`src/logic/burst_fifo.sv`:
```
`timescale 1ns/1ps

module burst_fifo #(
  parameter type PAYLOAD_T = logic [7:0],
  parameter int  DEPTH     = 16,
  parameter int  CNT_W     = $clog2(DEPTH + 1)
) (
  input  logic             clk_board,
  input  logic             i_rst_n,
  input  logic             i_wr_vld,
  input  PAYLOAD_T         i_wr_data,
  input  logic             i_pop,
  output PAYLOAD_T         o_rd_data,
  output logic [CNT_W-1:0] o_count,
  output logic             o_credit,
  output logic             o_overflow
);

  PAYLOAD_T                   mem [DEPTH];
  logic [$clog2(DEPTH)-1:0]   wr_ptr;
  logic [$clog2(DEPTH)-1:0]   rd_ptr;
  logic                       full;
  logic                       push;
  logic                       pop;

  assign full = (o_count == CNT_W'(DEPTH));
  assign pop  = i_pop && (o_count != '0);
  // a pop in the same cycle makes room
  assign push = i_wr_vld && (!full || pop);

  // show-ahead read of the oldest entry
  assign o_rd_data = mem[rd_ptr];

  always_ff @(posedge clk_board) begin
    if (push) begin
      mem[wr_ptr] <= i_wr_data;
    end
  end

  always_ff @(posedge clk_board or negedge i_rst_n) begin
    if (!i_rst_n) begin
      wr_ptr     <= '0;
      rd_ptr     <= '0;
      o_count    <= '0;
      o_credit   <= 1'b0;
      o_overflow <= 1'b0;
    end else begin
      if (push) begin
        wr_ptr <= wr_ptr + 1'b1;
      end
      if (pop) begin
        rd_ptr <= rd_ptr + 1'b1;
      end
      case ({push, pop})
        2'b10:   o_count <= o_count + 1'b1;
        2'b01:   o_count <= o_count - 1'b1;
        default: o_count <= o_count;
      endcase
      o_credit <= pop;
      // dropped write, held until reset
      if (i_wr_vld && !push) begin
        o_overflow <= 1'b1;
      end
    end
  end

endmodule

```
`config.mk`:
```
export PLATFORM = sky130hd
export DESIGN_NAME = burst_fifo
export DESIGN_NICKNAME = d
export VERILOG_FILES = /design/src/logic/burst_fifo.sv
export SDC_FILE = /design/constraint.sdc
export NUM_CORES = 1
export LEC_CHECK = 0
export BUFFER_PORTS_ARGS = -buffer_cell sky130_fd_sc_hd__buf_2
export CORE_MARGIN = 5
export CORE_UTILIZATION = 35
export CTS_CLUSTER_DIAMETER = 60
export DETAILED_ROUTE_END_ITERATION = 7
export GPL_ROUTABILITY_DRIVEN = 0
export PLACE_DENSITY_LB_ADDON = 0.3
export SYNTH_ARGS = -nofsm -noshare
export SYNTH_HDL_FRONTEND = slang
export SYNTH_SLANG_ARGS = --single-unit
export TNS_END_PERCENT = 1
```
`constraint.sdc`:
```
create_clock -name clk_board -period 3.25 [get_ports clk_board]
set_input_delay 0.65 -clock clk_board [delete_from_list [all_inputs] [get_ports clk_board]]
set_output_delay 0.65 -clock clk_board [all_outputs]
set_load 0.02 [all_outputs]
```
Yosys cells after proc, flatten, opt, wreduce, memory -nomap -nowiden. Memory sizes are Yosys's and may differ from the RTL's. Cells that the tools add are included.

Register bits after elaboration: 15. Memory bits (writable): 128. Input port bits: 12. Output and inout bits: 15. Memories kept: 1.

Add/sub/neg operators: 4. Equal/unequal tests: 3. Multiplexer cells: 3. Reduce and logical (&&, ||, !) cells: 8.

Memories: mem (depth 16, width 8, read ports 1, clocked after memory_dff 0, wr ports 1, line 19) `PAYLOAD_T mem [DEPTH];`.

Operators by type and width (number): $pmux 5 s2 (1); $add 4x1->4 const B (2); $add 5x1->5 const B (1); $eq 5x5->1 const B (1); $reduce_bool 5->1 (1); $sub 5x1->5 const B (1); $logic_and 1x1->1 (3); $eq 2x1->1 const B (1); $eq 2x2->1 const B (1); $logic_not 1->1 (2); $mux 1 (2); $reduce_bool 2->1 (1); $logic_or 1x1->1 (1).

Logic depth before layout (Yosys ltp). Gate-level depths: netlist of the first run.

Depth in word-level cells: 6. Gate-level depth with buffers: 9. Depth with buffers taken out: 8.

Least setup slack after synthesis of the first run. Ideal clock, no wire load.

Path kind: input to register. From: input i_wr_vld. To: memory mem[0][0] (netlist bit), enable pin. Arrival: 2.175 ns. Data required time: 2.855 ns. Setup slack: 0.681 ns. Cell stages on the path: 4. Path through: clkbuf_1 > clkbuf_1 > nand2_1 > nor4_1.

Longest elaborated chain between the ends: 3.

RTL lines: start, declared (line 10) `input logic i_wr_vld,`; $logic_and 1x1->1 (line 29) `assign push = i_wr_vld && (!full || pop);`; $mux 1 (line 35) `if (push) begin`; $mux 1 (not written as such) (line 36) `mem[wr_ptr] <= i_wr_data;`; end, declared (line 19).

Every way passes these cells.

==> summary.txt, run 1 <==
main combinational cell family by area after synthesis: multiplexers
Synth Flop Type: edfxtp_1
antenna violations before repair: 0
depth of the CTS H-tree: 4
Netlist cell types: 42
CP Class: register to output port
Clock Path Buffers: 2
Post-Syn Area per Cell: 18.7 um2
r2r setup slk: 0.68 ns
Hold Fails Final Rpt: 0
Syn Inst Count: 313
crit-path cells: buf_12 > mux4_2 > a22oi_1 > nand2_1 > buf_2
largest net degree at the start of global routing: 29
number of synthesized flops with an enable pin: 128
status: finished clean
CP Data Required Time: 2.60 ns
clock sink count: 143
Post-Route WL: 11,700 um
Final min period: 2.85 ns
Syn. warnings: 0
final setup vio count: 0
Seq/Total Area, Yosys: 72.0%
hold_ws: 0.144 ns
worst endpoint data arrival time: 2.20 ns
Final HPWL DP: 7550 um
core area: 16,500 um2
Worst-Skew Late Latency: 0.42 ns
R2R cell count: 8
worst r2r src: o_count[1]
met3 global-route usage: 4.05%
Setup Buffers After CTS: 0
DR WL/cell: 20.0 um
skew final: 0.00740 ns
Max rail drop VDD: 0.489 mV
total negative slack: 0 ns
Slowest-stage cell, CP: dfrtp_1
Synth area leaders: edfxtp_1 66%, mux4_2 12%, dfrtp_1 6.4%, a22oi_1 2.0%, ha_1 1.7%
CTS tree: yes
relative slew slack: 46.2%
R2R Path End: o_count[4]
Worst path max stage delay: 0.69 ns
Tcrit/Tclk final: 87.8%
Pins Over Slew Limit: 0
Vias: 2,935
DRT iter0 DRCs: 187
clk slew on worst S/H paths: 0.06 ns
post_cts resized: 0
crit end category: output port
Antenna Cells: 0
GR Util All Layers: 12.7%
CP top delay family: flip-flops
Synth area leader: edfxtp_1
Setup crit start kind: register
Syn Std Cell Area: 5860 um2
Synth async-reset ratio: 10.5%
Vias/cell: 5.01
Min-Delay Path Class: input pin to async pin
starting density of the core: 35.5%
Seq cells post-synth: 143
grt met1 use: 16.0%
DRT Pass-1 Iters: 4
routing usage on met2: 20.9%
die width: 139 um
mux cell area share after synthesis: 13.2%
vias in the first global route: 3,175
IO Count: 27
Layout area overhead: 18.0%
Fill cells: 1,471
first-pass GRT wire length: 18,100 um
Fmax: 350 MHz
PortBufs: 26
Synth Area in Compound Gates: 4.33%
CP bufs+invs: 2
GRT overflow: 0
layout cells sized above 1: 29.5%
Synth Net Count: 334
DIE AREA: 19,400 um2
Num CTS Buffers: 17
RSZ-0062 raised after global routing: false
DRC: 0
XOR/XNOR Fraction of Synth Area: 1.34%
hold-fix buffers at CTS: 0
Power Dens Cells: 923 nW/um2
Core Rows: 47
critical-path maximum fanout: 20
simple-gate share of the synthesized area: 5.59%
root buffer cell: clkbuf_16
final net count: 374
post-synthesis adder-cell area fraction: 2.05%
max cap viols: 0
antenna-violating nets left: 0
Die Y: 139 um
worst slew pin tran: 0.800 ns
Static Leak: 2.38 nW
area share of the largest cell type after synthesis: 65.6%
GRT busiest layer: met2
per-layer routing:
metal	share of wire (%)	up-vias
met5	0	-
met4	0.60	0
met3	3.9	8
met2	52	56
met1	43	1530
li1	-	1341
registers in the layout, summed over array words and instances, names as in the netlist:
register,flops
mem,128
o_credit,1
rd_ptr,4
o_overflow,1
wr_ptr,4
o_count,5
worst max-delay path by stage:
| stage | cells after the start | from | end | slack, ns |
|---|---|---|---|---|
| 2_1_floorplan | 4 | i_wr_vld | mem[0][0] | 0.68 |
| 3_3_place_gp | 8 | i_wr_vld | o_count[4] | 0.67 |
| 3_5_place_dp | 8 | i_wr_vld | o_count[4] | 0.56 |
| 4_1_cts | 5 | rd_ptr[1] | o_rd_data[1] | 0.29 |
| 5_1_grt | 5 | rd_ptr[1] | o_rd_data[3] | 0.24 |
| 6_report | 5 | rd_ptr[1] | o_rd_data[5] | 0.40 |
synth_stat cells, drive strengths merged, types with 2 or more instances:
master and number:
clkbuf 8, a31oi 2, mux4 32, nand2b 4, nand2 16, a21oi 3
ha 8, nor2b 5, and2 6, edfxtp 128, nor4 2, o21ai 3
buf 7, a21o 2, inv 6, xnor2 9, nor2 8, and3 9
dfrtp 15, nand3 3, nor3 3, a22oi 16, mux2i 4
cell families after synthesis:
group,after synthesis
AND/OR/NAND/NOR,61
XOR/XNOR,9
multiplexers,37
buffers and inverters,21
flip-flops,143
AO/OA/AOI/OAI,33
adder cells (fa/ha/maj),9
where the power goes:
part	switching, mW	internal [mW]	leakage, nW	total, mW
registers	0.190	2.26	1.33	2.45
clock network	0.758	1.22	0.292	1.98
logic	1.08	0.876	0.758	1.96
cells in the final DEF (no fill, tap or decap), types with 5 or more instances in the layout:
cell type  Yosys  final
a22oi_1       16     16
and2_1         5      5
and3_1         9      9
buf_2          4     26
buf_4          0      8
clkbuf_16      0     17
dfrtp_1       15     14
edfxtp_1     128    128
ha_1           8      8
inv_1          6      6
mux4_2        32     32
nand2_1       16     16
nor2_1         8      8
nor2b_1        5      5
xnor2_1        9      9
through the flow:
step	util, %	setup slack, ns	instance area [um2]	instances	power [mW]
after global routing	41.9	0.238	6920	586	6.72
after CTS	41.9	0.288	6920	586	6.48
final	41.9	0.397	6920	586	6.38
after global placement	38.2	0.669	6310	554	4.45
after floorplan	-	0.681	5860	313	3.85
after detailed placement	38.2	0.562	6310	554	4.49
worst reg2reg max path, delay by kind of cell (launching register included):
kind	cells	cell delay [ns]
and+or+nand+nor	2	0.71
AOI/OAI and AO/OA	3	0.60
adders and majority gates	1	0.34
DFF	1	0.45
muxes	1	0.23
buffers and inverters	1	0.11
final cells by class:
| type | count | area [um2] | area share (%) |
|---|---|---|---|
| flip-flops and latches | 143 | 4220 | 61.0 |
| well taps | 220 | 275 | 3.98 |
| clock buffers | 18 | 429 | 6.20 |
| inverters | 6 | 22.5 | 0.326 |
| multi-input cells | 149 | 1560 | 22.5 |
| clock inverters | 14 | 180 | 2.60 |
| repair buffers | 36 | 230 | 3.33 |
Power figures use the tool's default switching activity.
==> run 2, diff against run 1 <==
--- a/config.mk
+++ b/config.mk
@@ -7,7 +7,7 @@
 export LEC_CHECK = 0
 export BUFFER_PORTS_ARGS = -buffer_cell sky130_fd_sc_hd__buf_2
 export CORE_MARGIN = 5
-export CORE_UTILIZATION = 35
+export CORE_UTILIZATION = 40
 export CTS_CLUSTER_DIAMETER = 60
 export DETAILED_ROUTE_END_ITERATION = 7
 export GPL_ROUTABILITY_DRIVEN = 0
==> summary.txt, run 2 (same netlist as run 1, synthesis figures left out) <==
crit-path cells: buf_12 > mux4_2 > a22oi_1 > nand2_1 > buf_2
RSZ-0062 raised after global routing: false
crit end category: output port
Fill cells: 1,228
antenna violations before repair: 0
most frequent cells in the layout: 128 x edfxtp_1, 32 x mux4_2, 26 x buf_2, 17 x clkbuf_16
Hold Fails Final Rpt: 0
skew final: 0.00982 ns
DIE AREA: 17,200 um2
relative slew slack: 44.4%
final setup vio count: 0
DR WL/cell: 20.9 um
CP Class: register to output port
IO Count: 27
first-pass GRT wire length: 17,900 um
clock sink count: 143
R2R cell count: 8
Power Dens Cells: 931 nW/um2
Tcrit/Tclk final: 90.7%
depth of the CTS H-tree: 4
Max rail drop VDD: 0.480 mV
total negative slack: 0 ns
CP Data Required Time: 2.60 ns
layout cells sized above 1: 28.9%
GR Util All Layers: 14.5%
Setup Buffers After CTS: 0
PortBufs: 26
vias in the first global route: 3,072
core area: 14,500 um2
multi-input logic area: 1560 um2
DRT iter0 DRCs: 186
Slowest-stage cell, CP: dfrtp_2
clk slew on worst S/H paths: 0.06 ns
DRT Pass-1 Iters: 4
Min-Delay Path Class: input pin to async pin
CTS tree: yes
Setup crit start kind: register
Post-Route WL: 11,400 um
Vias: 2,920
critical-path maximum fanout: 20
Final HPWL DP: 7590 um
largest net degree at the start of global routing: 36
Layout area overhead: 16.8%
starting density of the core: 40.5%
Final min period: 2.95 ns
Num CTS Buffers: 17
die width: 131 um
Die Y: 131 um
post_cts resized: 0
r2r setup slk: 0.65 ns
max cap viols: 0
Largest regs: mem (128), o_count (5)
commonest non-fill, non-tap cell in the layout: edfxtp_1
worst slew pin tran: 0.826 ns
Fmax: 339 MHz
hold-fix buffers at CTS: 0
Worst path max stage delay: 0.55 ns
R2R Path End: o_count[4]
Reg area: 4220 um2
status: finished clean
final net count: 371
Worst-Skew Late Latency: 0.42 ns
worst r2r src: o_count[1]
antenna-violating nets left: 0
Pins Over Slew Limit: 0
DP Cell Count: 515
worst endpoint data arrival time: 2.30 ns
max FFs per register: 128
Antenna Cells: 0
DRC: 0
GRT overflow: 0
root buffer cell: clkbuf_16
total power draw: 6.38 mW
Core Rows: 44
Top reg by flops: mem
Clock Path Buffers: 2
Static Leak: 2.37 nW
Finished Layout Cells: 547
Vias/cell: 5.34
## run 2: cell types whose count changed in the layout (fill, tap and decap cells not counted)
cell        previous run  this run
clkbuf_1               1         0
bufinv_16              3         4
clkinv_2               1         3
clkinvlp_4             2         4
buf_4                  8         6
clkinv_4               4         3
clkinv_1               0         1
inv_6                  4         0
buf_12                 2         1
## run 2: per-stage QoR
| stage | util, % | hold slack (ns) | instance area [um2] | worst slack, ns |
|---|---|---|---|---|
| after floorplan | - | 0.354 | 5860 | 0.681 |
| after global placement | 43.0 | 0.452 | 6230 | 0.679 |
| after detailed placement | 43.0 | 0.444 | 6230 | 0.578 |
| after CTS | 47.3 | 0.151 | 6850 | 0.271 |
| after global routing | 47.3 | 0.172 | 6850 | 0.173 |
| final | 47.3 | 0.159 | 6850 | 0.303 |
## run 2: worst max path at each step
stage	from	end	slack, ns	cells past startpoint
after floorplan	i_wr_vld	mem[0][0]	0.68	4
after global placement	i_wr_vld	o_count[4]	0.68	8
after detailed placement	i_wr_vld	o_count[4]	0.58	8
after CTS	rd_ptr[0]	o_rd_data[2]	0.27	5
after global routing	rd_ptr[0]	o_rd_data[2]	0.17	5
final	rd_ptr[0]	o_rd_data[7]	0.30	5
## run 2: worst max-delay path: cells and delay by family, from the launching register on
| family | cells | cell delay [ns] |
|---|---|---|
| AND/OR/NAND/NOR | 1 | 0.11 |
| multiplexers | 1 | 0.51 |
| AO/OA/AOI/OAI | 1 | 0.29 |
| flip-flops | 1 | 0.55 |
| buffers and inverters | 2 | 0.41 |
## run 2: where the power goes
group	internal [mW]	switching, mW
Sequential	2.26	0.190
Clock	1.28	0.745
Combinational	0.841	1.06
## run 2: cell type report
type	instances	share of cell area, %
Tap cell	184	3.36
Multi-Input combinational cell	149	22.8
Clock inverter	15	2.85
Timing Repair Buffer	33	2.85
Inverter	6	0.329
Sequential cell	143	61.6
Clock buffer	17	6.21
## run 2: metal layers
| metal | global-route usage, % | vias to the layer above | wire length (um) |
|---|---|---|---|
| met3 | 3.73 | 12 | 478 |
| li1 | - | 1336 | - |
| met4 | 5.81 | 0 | 183 |
| met2 | 23.4 | 70 | 5750 |
| met1 | 18.8 | 1502 | 4990 |
| met5 | 0 | - | 0 |
==> run 3, diff against run 2 <==
--- a/config.mk
+++ b/config.mk
@@ -11,6 +11,7 @@
 export CTS_CLUSTER_DIAMETER = 60
 export DETAILED_ROUTE_END_ITERATION = 7
 export GPL_ROUTABILITY_DRIVEN = 0
+export GPL_TIMING_DRIVEN = 0
 export PLACE_DENSITY_LB_ADDON = 0.3
 export SYNTH_ARGS = -nofsm -noshare
 export SYNTH_HDL_FRONTEND = slang
==> summary.txt, run 3 (same netlist as run 1, synthesis figures left out) <==
status: finished clean
Min-Delay Path Class: input pin to async pin
die width: 131 um
skew final: 0.00694 ns
fin area: 6800 um2
max cap viols: 0
Num CTS Buffers: 17
DIE AREA: 17,200 um2
GR Util All Layers: 15.2%
DR WL/cell: 21.6 um
Worst-Skew Late Latency: 0.41 ns
most frequent cells in the layout: 128 x edfxtp_1, 32 x mux4_2, 26 x buf_2, 17 x clkbuf_16
crit-path cells: clkbuf_4 > buf_4 > mux4_2 > a22oi_1 > nand2_1 > buf_2
DRC: 0
Finished Layout Cells: 556
starting density of the core: 40.5%
antenna violations before repair: 0
first-pass GRT wire length: 18,700 um
GRT overflow: 0
relative slew slack: 30.8%
Layout area overhead: 15.9%
depth of the CTS H-tree: 4
critical-path maximum fanout: 10
antenna-violating nets left: 0
Pins Over Slew Limit: 0
Top reg by flops: mem
Setup crit start kind: register
final net count: 380
final setup vio count: 0
placed instance area: 6240 um2
core area: 14,500 um2
Tcrit/Tclk final: 94.8%
Worst path max stage delay: 0.58 ns
crit end category: output port
Largest regs: mem (128), o_count (5)
Vias/cell: 5.37
PortBufs: 26
Setup Buffers After CTS: 0
DP Cell Count: 524
layout cells sized above 1: 28.0%
CTS tree: yes
Post-Route WL: 12,000 um
IO Count: 27
Final min period: 3.08 ns
CP Data Required Time: 2.60 ns
DRT iter0 DRCs: 225
clock sink count: 143
Power Dens Cells: 912 nW/um2
Max rail drop VDD: 0.493 mV
Clock Path Buffers: 2
Antenna Cells: 0
vias in the first global route: 3,141
commonest non-fill, non-tap cell in the layout: edfxtp_1
worst slew pin tran: 1.03 ns
Vias: 2,985
CP Class: register to output port
worst endpoint data arrival time: 2.43 ns
Fmax: 325 MHz
max FFs per register: 128
Final HPWL DP: 7750 um
clk slew on worst S/H paths: 0.06 ns
Hold Fails Final Rpt: 0
Slowest-stage cell, CP: mux4_2
Core Rows: 44
utilization after layout: 46.9%
DRT Pass-1 Iters: 5
Static Leak: 2.34 nW
largest net degree at the start of global routing: 17
Die Y: 131 um
root buffer cell: clkbuf_16
run 3: cell count changes in the layout (fill, tap and decap cells not counted), sizes merged:
cell,previous run,this run
bufinv,4,1
clkbuf,17,31
clkinv,7,4
clkinvlp,4,3
inv,6,8
run 3: routing by layer:
layer,wire length (um),part of all wire (%),up-vias,track usage [%]
met5,0,0,-,0
met4,133,1.1,0,4.23
met3,706,5.9,13,4.62
li1,-,-,1350,-
met1,5080,42,1544,19.9
met2,6090,51,78,24.6
run 3: path summary, 6_finish.rpt:
kind | startpoint | endpoint | slack [ns] | cells past startpoint
worst max-delay path | rd_ptr[0] | o_rd_data[3] | 0.17 | 6
worst min-delay path | i_rst_n | o_count[0] | 0.14 | 1
worst max register to register | o_count[1] | o_count[4] | 0.59 | 9
worst min register to register | o_overflow | o_overflow | 0.45 | 1
max in group asynchronous | i_rst_n | wr_ptr[3] | 2.83 | 1
min in group clk_board | o_overflow | o_overflow | 0.45 | 1
run 3: report_power, final:
group          switching, mW  internal [mW]
Sequential             0.143           2.26
Clock                  0.720           1.05
Combinational           1.16          0.860
Total                   2.03           4.17
run 3: stage by stage:
step / hold WS [ns] / setup TNS (ns) / power, mW / setup slack [ns]
3_3_place_gp: 0.440 / -3.42 / 4.43 / -0.429
6_report: 0.144 / 0 / 6.20 / 0.169
2_1_floorplan: 0.354 / 0 / 3.85 / 0.681
5_1_grt: 0.166 / -0.000837 / 6.54 / -0.000837
3_5_place_dp: 0.441 / -0.344 / 4.48 / -0.0433
4_1_cts: 0.150 / 0 / 6.27 / 0.00761
run 3: critical path, delay by kind of cell (launching register included):
kind	cells	cell delay, ns
compound gates	1	0.31
buf+inv	3	0.68
flops	1	0.35
mux	1	0.58
simple gates	1	0.09
run 3: layout make-up:
| cell class | instances | area [um2] |
|---|---|---|
| Clock buffer | 22 | 444 |
| Clock inverter | 10 | 88.8 |
| Timing Repair Buffer | 27 | 138 |
| Multi-Input combinational cell | 149 | 1570 |
| Buffer | 15 | 83.8 |
| Inverter | 6 | 22.5 |
| Fill cell | 1245 | 7680 |
| Sequential cell | 143 | 4220 |
| Tap cell | 184 | 230 |
run 3: timing repair:
action	in CTS	in global routing
endpoints found under the hold margin	0	0
setup endpoints to repair	8	2
hold buffers	0	0
resized for setup	7	1
